File: src/verilog/poly_mm_pkg.sv
package poly_mm_pkg;

    // coefficient width of the datapath
    localparam int coef_w = 24;

    // operands, modulus and result
    typedef logic [coef_w-1:0] coef_t;

    // barrett constant, quotient estimates and remainder
    // one bit wider than a coefficient
    typedef logic [coef_w:0] wide_t;

    // full operand product
    typedef logic [2*coef_w-1:0] prod_t;

    // quotient estimate times barrett constant
    typedef logic [2*coef_w+1:0] qmul_t;

    // modulus bit length, legal range 1 to 24
    typedef logic [4:0] nbits_t;

    // blinding lfsr state
    typedef logic [coef_w-1:0] lfsr_t;

    // restart value of the lfsr, must be nonzero
    localparam lfsr_t lfsr_default_seed = 24'h5A3C96;

    // feedback taps at bits 23, 21, 19 and 17
    localparam lfsr_t lfsr_taps = 24'hAA0000;

    // enable to valid latency in cycles
    localparam int pipe_depth = 4;

endpackage

File: src/verilog/blind_lfsr.sv
`timescale 1ns/100ps

module blind_lfsr #(
    parameter poly_mm_pkg::lfsr_t lfsr_seed = poly_mm_pkg::lfsr_default_seed
) (
    input  logic poly_mm_clk,
    input  logic poly_mm_rst_n,
    input  logic enable,
    output logic blind_bit
);

    import poly_mm_pkg::*;

    lfsr_t lfsr_state;
    logic  feedback;

    // fibonacci feedback, xor of all tapped bits
    assign feedback = ^(lfsr_state & lfsr_taps);

    // one step per accepted item
    always_ff @(posedge poly_mm_clk or negedge poly_mm_rst_n) begin
        if (!poly_mm_rst_n) begin
            lfsr_state <= lfsr_seed;
        end else if (lfsr_state == '0) begin
            // stuck state, restart from the seed
            lfsr_state <= lfsr_seed;
        end else if (enable) begin
            lfsr_state <= {lfsr_state[$bits(lfsr_t)-2:0], feedback};
        end
    end

    // lsb decides blinding of the item presented now
    assign blind_bit = lfsr_state[0];

    // tap on the msb keeps the map invertible
    // so a nonzero seed never walks into zero
    assert property (
        @(posedge poly_mm_clk) disable iff (!poly_mm_rst_n)
        lfsr_state != '0
    ) else $error("blind lfsr reached the all zero state");

endmodule

File: src/verilog/blind_unit.sv
`timescale 1ns/100ps

module blind_unit (
    input  logic               poly_mm_clk,
    input  logic               poly_mm_rst_n,
    input  logic               enable,
    input  logic               blind_bit,
    input  poly_mm_pkg::coef_t b,
    input  poly_mm_pkg::coef_t q,
    input  poly_mm_pkg::coef_t candidate,
    output poly_mm_pkg::coef_t b_blinded,
    output logic               valid,
    output poly_mm_pkg::coef_t result
);

    import poly_mm_pkg::*;

    // blind flag of the item entering at the current edge
    logic                  blind_tag;
    // older blind flags, msb lines up with the candidate
    logic [pipe_depth-2:0] blind_hist;
    // enable tags, msb marks a live candidate
    logic [pipe_depth-1:0] en_pipe;
    // candidate with the blinding removed
    coef_t                 unblinded;

    // negate b mod q when the lfsr asks for it
    // b below q gives a value in 1..q
    assign b_blinded = blind_bit ? (q - b) : b;

    // blind tag follows its item through the datapath
    always_ff @(posedge poly_mm_clk or negedge poly_mm_rst_n) begin
        if (!poly_mm_rst_n) begin
            blind_tag  <= 1'b0;
            blind_hist <= '0;
        end else begin
            blind_tag  <= blind_bit;
            blind_hist <= {blind_hist[pipe_depth-3:0], blind_tag};
        end
    end

    // enable chain, one stage per datapath register
    always_ff @(posedge poly_mm_clk or negedge poly_mm_rst_n) begin
        if (!poly_mm_rst_n) begin
            en_pipe <= '0;
        end else begin
            en_pipe <= {en_pipe[pipe_depth-2:0], enable};
        end
    end

    // a*(q-b) = -(a*b) mod q
    // zero stays zero, anything else goes back to q minus it
    assign unblinded = (blind_hist[pipe_depth-2] && (candidate != '0))
                     ? (q - candidate)
                     : candidate;

    // output stage
    always_ff @(posedge poly_mm_clk or negedge poly_mm_rst_n) begin
        if (!poly_mm_rst_n) begin
            valid  <= 1'b0;
            result <= '0;
        end else begin
            valid <= en_pipe[pipe_depth-1];
            // result only moves for a live item
            if (en_pipe[pipe_depth-1]) begin
                result <= unblinded;
            end
        end
    end

    // reduction plus unblinding must land in 0..q-1
    // q taken at the load edge of the result
    assert property (
        @(posedge poly_mm_clk) disable iff (!poly_mm_rst_n)
        valid |-> (result < $past(q))
    ) else $error("result not below the modulus while valid");

endmodule

File: src/verilog/barrett_quotient.sv
`timescale 1ns/100ps

module barrett_quotient (
    input  logic                poly_mm_clk,
    input  logic                poly_mm_rst_n,
    input  poly_mm_pkg::coef_t  a,
    input  poly_mm_pkg::coef_t  b_blinded,
    input  poly_mm_pkg::wide_t  m,
    input  poly_mm_pkg::nbits_t n_bits,
    output poly_mm_pkg::prod_t  product,
    output poly_mm_pkg::wide_t  quot_est
);

    import poly_mm_pkg::*;

    // operand registers, loaded at the enable edge
    coef_t a_r;
    coef_t b_r;
    // first estimate, product >> (n_bits-1)
    wide_t est1_next;
    wide_t est1;
    // first estimate times barrett constant
    qmul_t est_prod;
    // second estimate before its register
    wide_t quot_next;

    // capture the item
    always_ff @(posedge poly_mm_clk or negedge poly_mm_rst_n) begin
        if (!poly_mm_rst_n) begin
            a_r <= '0;
            b_r <= '0;
        end else begin
            a_r <= a;
            b_r <= b_blinded;
        end
    end

    // full 48-bit product, also feeds the remainder side
    assign product = prod_t'(a_r) * prod_t'(b_r);

    // product below q^2 < 2^(2n)
    // so the shifted value fits n+1 bits
    assign est1_next = wide_t'(product >> (n_bits - 5'd1));

    // stage 1 estimate
    always_ff @(posedge poly_mm_clk or negedge poly_mm_rst_n) begin
        if (!poly_mm_rst_n) begin
            est1 <= '0;
        end else begin
            est1 <= est1_next;
        end
    end

    // m = floor(2^(2n)/q)
    // est1*m >> (n+1) approximates product/q from below
    assign est_prod  = qmul_t'(est1) * qmul_t'(m);
    assign quot_next = wide_t'(est_prod >> (n_bits + 5'd1));

    // stage 2 estimate
    always_ff @(posedge poly_mm_clk or negedge poly_mm_rst_n) begin
        if (!poly_mm_rst_n) begin
            quot_est <= '0;
        end else begin
            quot_est <= quot_next;
        end
    end

endmodule

File: src/verilog/barrett_remainder.sv
`timescale 1ns/100ps

module barrett_remainder (
    input  logic                poly_mm_clk,
    input  logic                poly_mm_rst_n,
    input  poly_mm_pkg::prod_t  product,
    input  poly_mm_pkg::wide_t  quot_est,
    input  poly_mm_pkg::coef_t  q,
    input  poly_mm_pkg::nbits_t n_bits,
    output poly_mm_pkg::coef_t  candidate
);

    import poly_mm_pkg::*;

    // low n_bits+1 ones
    // n_bits = 24 wraps to all 25 bits set
    wide_t rem_mask;
    // low part of the product, masked
    wide_t prod_low;
    // product low part delayed to meet the q multiple
    wide_t low_d0;
    wide_t low_d1;
    wide_t low_d2;
    // quotient estimate times q
    qmul_t q_mult_full;
    wide_t q_mult_r;
    // remainder before the final correction
    wide_t rem_raw;
    wide_t rem_masked;
    wide_t rem_sub;
    // modulus widened to remainder width
    wide_t q_wide;

    assign q_wide   = {1'b0, q};
    assign rem_mask = (wide_t'(1) << (n_bits + 5'd1)) - wide_t'(1);

    // true remainder is below 2^(n+1)
    // so only the low n+1 bits of each side matter
    assign prod_low    = product[coef_w:0] & rem_mask;
    assign q_mult_full = qmul_t'(quot_est) * qmul_t'(q);

    // q multiple register
    always_ff @(posedge poly_mm_clk or negedge poly_mm_rst_n) begin
        if (!poly_mm_rst_n) begin
            q_mult_r <= '0;
        end else begin
            q_mult_r <= q_mult_full[coef_w:0] & rem_mask;
        end
    end

    // three stage delay of the low product
    always_ff @(posedge poly_mm_clk or negedge poly_mm_rst_n) begin
        if (!poly_mm_rst_n) begin
            low_d0 <= '0;
            low_d1 <= '0;
            low_d2 <= '0;
        end else begin
            low_d0 <= prod_low;
            low_d1 <= low_d0;
            low_d2 <= low_d1;
        end
    end

    // subtraction mod 2^(n+1)
    assign rem_raw    = low_d2 - q_mult_r;
    assign rem_masked = rem_raw & rem_mask;

    // one conditional subtraction of q
    assign rem_sub   = rem_masked - q_wide;
    assign candidate = (rem_masked < q_wide) ? rem_masked[coef_w-1:0]
                                             : rem_sub[coef_w-1:0];

    // estimate may be one short of the true quotient
    // holds for products below q^2 with config held over the item
    assert property (
        @(posedge poly_mm_clk) disable iff (!poly_mm_rst_n)
        (($past(product, 3) < (prod_t'(q) * prod_t'(q)))
            && (q == $past(q, 3))
            && (n_bits == $past(n_bits, 3)))
        |-> (rem_masked < (q_wide << 1))
    ) else $error("barrett remainder not below twice the modulus");

endmodule

File: src/verilog/poly_mm_barrett.sv
`timescale 1ns/100ps

module poly_mm_barrett #(
    parameter poly_mm_pkg::lfsr_t lfsr_seed = poly_mm_pkg::lfsr_default_seed
) (
    input  logic                poly_mm_clk,
    input  logic                poly_mm_rst_n,
    input  logic                enable,
    input  poly_mm_pkg::coef_t  a,
    input  poly_mm_pkg::coef_t  b,
    input  poly_mm_pkg::coef_t  q,
    input  poly_mm_pkg::nbits_t n_bits,
    input  poly_mm_pkg::wide_t  m,
    output logic                valid,
    output poly_mm_pkg::coef_t  result
);

    import poly_mm_pkg::*;

    // per item blinding decision
    logic  blind_bit;
    // operand b after optional negation mod q
    coef_t b_blinded;
    // full product, valid one cycle after enable
    prod_t product;
    // second quotient estimate
    wide_t quot_est;
    // reduced value before unblinding
    coef_t candidate;

    // blinding decision source
    blind_lfsr #(
        .lfsr_seed     (lfsr_seed)
    ) u_blind_lfsr (
        .poly_mm_clk   (poly_mm_clk),
        .poly_mm_rst_n (poly_mm_rst_n),
        .enable        (enable),
        .blind_bit     (blind_bit)
    );

    // blinding in front, unblinding and output regs at the back
    blind_unit u_blind_unit (
        .poly_mm_clk   (poly_mm_clk),
        .poly_mm_rst_n (poly_mm_rst_n),
        .enable        (enable),
        .blind_bit     (blind_bit),
        .b             (b),
        .q             (q),
        .candidate     (candidate),
        .b_blinded     (b_blinded),
        .valid         (valid),
        .result        (result)
    );

    // product and quotient estimate stages
    barrett_quotient u_barrett_quotient (
        .poly_mm_clk   (poly_mm_clk),
        .poly_mm_rst_n (poly_mm_rst_n),
        .a             (a),
        .b_blinded     (b_blinded),
        .m             (m),
        .n_bits        (n_bits),
        .product       (product),
        .quot_est      (quot_est)
    );

    // q multiple, subtraction and final correction
    barrett_remainder u_barrett_remainder (
        .poly_mm_clk   (poly_mm_clk),
        .poly_mm_rst_n (poly_mm_rst_n),
        .product       (product),
        .quot_est      (quot_est),
        .q             (q),
        .n_bits        (n_bits),
        .candidate     (candidate)
    );

endmodule

File: config.mk
export PLATFORM = sky130hd
export DESIGN_NAME = poly_mm_barrett
export DESIGN_NICKNAME = d
export VERILOG_FILES = /design/src/verilog/poly_mm_pkg.sv /design/src/verilog/blind_lfsr.sv /design/src/verilog/blind_unit.sv /design/src/verilog/barrett_quotient.sv /design/src/verilog/barrett_remainder.sv /design/src/verilog/poly_mm_barrett.sv
export SDC_FILE = /design/constraint.sdc
export NUM_CORES = 2
export LEC_CHECK = 0
export ABC_AREA = 1
export CAP_MARGIN = 20
export CORE_ASPECT_RATIO = 1.5
export CORE_MARGIN = 3
export CORE_UTILIZATION = 60
export DETAILED_ROUTE_END_ITERATION = 10
export DONT_BUFFER_PORTS = 1
export PLACE_DENSITY = 0.81
export SLEW_MARGIN = 25
export SYNTH_ARGS = -nofsm -noshare
export SYNTH_HDL_FRONTEND = slang
export SYNTH_SLANG_ARGS = --single-unit
export TNS_END_PERCENT = 10
File: constraint.sdc
create_clock -name poly_mm_clk -period 12 [get_ports poly_mm_clk]
set_input_delay 3.6 -clock poly_mm_clk [delete_from_list [all_inputs] [get_ports poly_mm_clk]]
set_output_delay 3.6 -clock poly_mm_clk [all_outputs]
set_load 0.05 [all_outputs]
==> summary.txt <==
STA
  – Fmax: 0.0948 GHz
  – Skew final: 0.0642 ns
  – Final setup viols: 0
  – RSZ-0062 raised after global routing: false
  – Actual slew at the worst max-slew pin: 1.12 ns
  – Max Transition Viols Final: 0
  – Normalized max-slew margin: 0.252
  – Setup_tns: 0 ns
  – Worst hold slack: 0.306 ns
  – Period utilisation layout: 0.879
  – Fin. Hold Viols: 0
  – Period minus WS final: 10.54 ns

Job
  – Max_cap viols: 0

Clock tree
  – Resize count post-CTS: 0
  – CTS Buf Count: 26
  – Max Buffers Root-to-Sink: 3
  – CTS tree: built
  – Clk pin slew, worst setup/hold paths: 0.08 ns
  – Clock sink count: 255
  – H-tree Lvls: 1
  – CTS root buf: clkbuf_16
  – Clk Latency, worst-skew pair: 0.65 ns
  – Post-CTS Setup Inserts: 0
  – Post-cts hold buffer count: 0

Worst setup path
  – CP endpoint kind: flop
  – WP data required: 12.47 ns
  – Slowest library cell on the worst path: fa_1
  – Largest stage delay, worst path: 0.59 ns
  – R2R Path End: u_barrett_quotient.quot_est[7]
  – CP bufs+invs: 5
  – Crit path DAT: 11.01 ns
  – Worst-path maximum fanout: 25
  – Worst R2R Path Depth: 30
  – Setup crit start: m[10]
  – Reg2reg start: u_barrett_quotient.est1[10]
  – Critical path class: input port to flop
  – CP delay by family, top: adder cells
  – Flop2flop setup slack: 3.63 ns
  – Setup crit start kind: input port

Floorplan
  – Width of the die: 286 um
  – # rows: 153
  – Die height: 426 um
  – Io pins: 130
  – Initial Util: 0.606
  – DIE AREA: 0.122 sq mm
  – Core area: 0.116 sq mm

Logic synthesis
  – Synth Area in XOR/XNOR: 0.0252
  – Syn_nets: 11571
  – Synth unique cells: 57
  – Compound-Gate Fraction of Synth Area: 0.0503
  – Synth area leaders: fa_1, inv_1, nand2_1
  – Synthesized-area fraction occupied by adder cells: 0.451
  – Top cell type's share of synthesized area: 0.355
  – Synth area leader: fa_1
  – Sequential area share after synthesis: 0.0908
  – Synth Register Bits: 255
  – Post-Synth Simple-Gate Area: 0.215
  – Mapped Cells: 9675
  – Largest family of logic cells by synthesized area: adder cells
  – Mux cell area share after synthesis: 0.000853
  – Synth warnings: 0
  – Synth Cell Area: 0.0704 sq mm
  – Top_reg_cell synth: dfrtp_1
  – Number of synthesized flops with an enable pin: 0
  – Syn Area/Cell: 7.28 sq um
  – Fraction of registers with async set/reset: 1.00

Finish
  – Layout area overhead: 2.60%
  – Design area: 0.0722 sq mm
  – Fill count: 10419
  – Layout net count: 11269
  – Layout cells sized above 1: 0.0235

Worst hold path
  – Hold WC Path Type: flop to flop
  – Min-Delay Endpoint: u_barrett_remainder.low_d1[5]
  – Cell depth of the worst min-delay path: 0
  – Hold Startpoint: u_barrett_remainder.low_d0[5]

Route
  – Post-DRT Antenna Nets: 0
  – DR vias: 60844
  – Initial drt markers: 4180
  – DRC: 0
  – Vias/cell: 5.56
  – Post-Route WL: 219000 um
  – Pre-antenna DRT Iters: 6
  – Post-detailed-route wirelength per cell: 20.0 um

Global routing
  – Largest net degree at the start of global routing: 256
  – Global route total overflow: 0
  – Global Route met2 Usage: 0.664
  – Vias in the first global route: 66180
  – Most utilized layer in the global route result: met2
  – Initial antenna violation count: 3
  – GRT met3 Usage: 0.0537
  – Met1 GRT Util: 0.390
  – Total GRT Usage: 0.369
  – First-pass GRT wire length: 348000 um

Placed design
  – Routability Congestion: 1.04
  – Placement Cell Area: 0.0714 sq mm
  – HPWL Detailed: 177000 um
  – IO buf count: 0

Status
  – Outcome: completed
-- kinds of logic after synthesis --
group,count (synthesis)
buffers and inverters,3115
muxes,6
AOI/OAI and AO/OA,643
and+or+nand+nor,3664
adders and majority gates,1791
DFF,255
xor gates and xnor gates,201
-- layout by cell type (no fill, tap or decap), drive strengths merged, types with 4 or more instances in the layout --
cell,instances
inv,2700
nand2,2539
fa,1247
nand3,654
ha,544
nor2,321
o21ai,270
dfrtp,243
a21oi,235
xor2,102
xnor2,98
buf,86
nand4,44
clkbuf,35
a31oi,34
or2,28
nor3,27
o21bai,23
nand3b,22
o211ai,20
a21o,17
nor4,14
dfstp,12
a21boi,12
o21a,9
and3,8
clkinv,7
mux2i,6
diode,5
clkinvlp,5
a211oi,4
nor3b,4
-- final cells by class --
class / count / area (sq um) / share of cell area
Inverter: 2699 / 10100 / 0.140
Antenna cell: 5 / 12.5 / 0.000173
Sequential cell: 255 / 6400 / 0.0886
Clock inverter: 13 / 85.1 / 0.00118
Tap cell: 1550 / 1940 / 0.0268
Multi-Input combinational cell: 6305 / 52300 / 0.724
Timing Repair Buffer: 86 / 646 / 0.00894
Clock buffer: 35 / 726 / 0.0100
-- routing by layer --
layer	wire length, um	share of wire
met5	14	0.000064
met4	19900	0.091
met3	15500	0.070
met2	111000	0.51
met1	72400	0.33
-- registers in the layout, summed over array words and instances, names as in the netlist --
signal,flops
u_barrett_remainder.low_d2,25
u_barrett_remainder.low_d0,25
u_barrett_quotient.a_r,24
u_blind_unit.valid,1
u_blind_unit.en_pipe,4
u_barrett_quotient.quot_est,25
u_blind_lfsr.lfsr_state,24
u_blind_unit.result,24
u_blind_unit.blind_tag,1
u_barrett_quotient.est1,25
u_blind_unit.blind_hist,3
u_barrett_quotient.b_r,24
u_barrett_remainder.low_d1,25
u_barrett_remainder.q_mult_r,25
-- cells in the mapped netlist, drive strengths merged, types with 2 or more instances --
library cell and instances:
inv 2697, nand2 2539, fa 1247, nand3 654, ha 544, clkbuf 364
nor2 321, o21ai 270, dfrtp 243, a21oi 235, xor2 102, xnor2 98
buf 52, nand4 44, a31oi 34, or2 28, nor3 27, o21bai 23
nand3b 22, o211ai 20, a21o 17, nor4 14, a21boi 12, dfstp 12
o21a 9, and3 8, mux2i 6, a211oi 4, nor3b 4, and2 3
o2111ai 3, o221ai 3, o311ai 3, o31ai 3, a221oi 2, clkinv 2
o22ai 2
-- worst max-delay path by stage --
stage                                       to  cells past startpoint
2_1_floorplan  u_barrett_quotient.quot_est[20]                     31
6_report        u_barrett_quotient.quot_est[7]                     30
5_1_grt                u_blind_unit.result[22]                     36
4_1_cts        u_barrett_quotient.quot_est[22]                     30
3_3_place_gp   u_barrett_quotient.quot_est[22]                     30
3_5_place_dp    u_barrett_quotient.quot_est[5]                     30
-- metrics by stage --
| step | utilization | std cells | setup slack, ns |
|---|---|---|---|
| after floorplan | - | 9675 | 1.85 |
| after global placement | 0.615 | 10895 | 0.862 |
| after detailed placement | 0.615 | 10895 | 0.873 |
| after CTS | 0.622 | 10943 | 1.49 |
| after global routing | 0.622 | 10945 | 1.14 |
| final | 0.622 | 10948 | 1.46 |
Power is not shown: default switching activity piles up to over one toggle a cycle in this logic, so the estimate is an artifact.
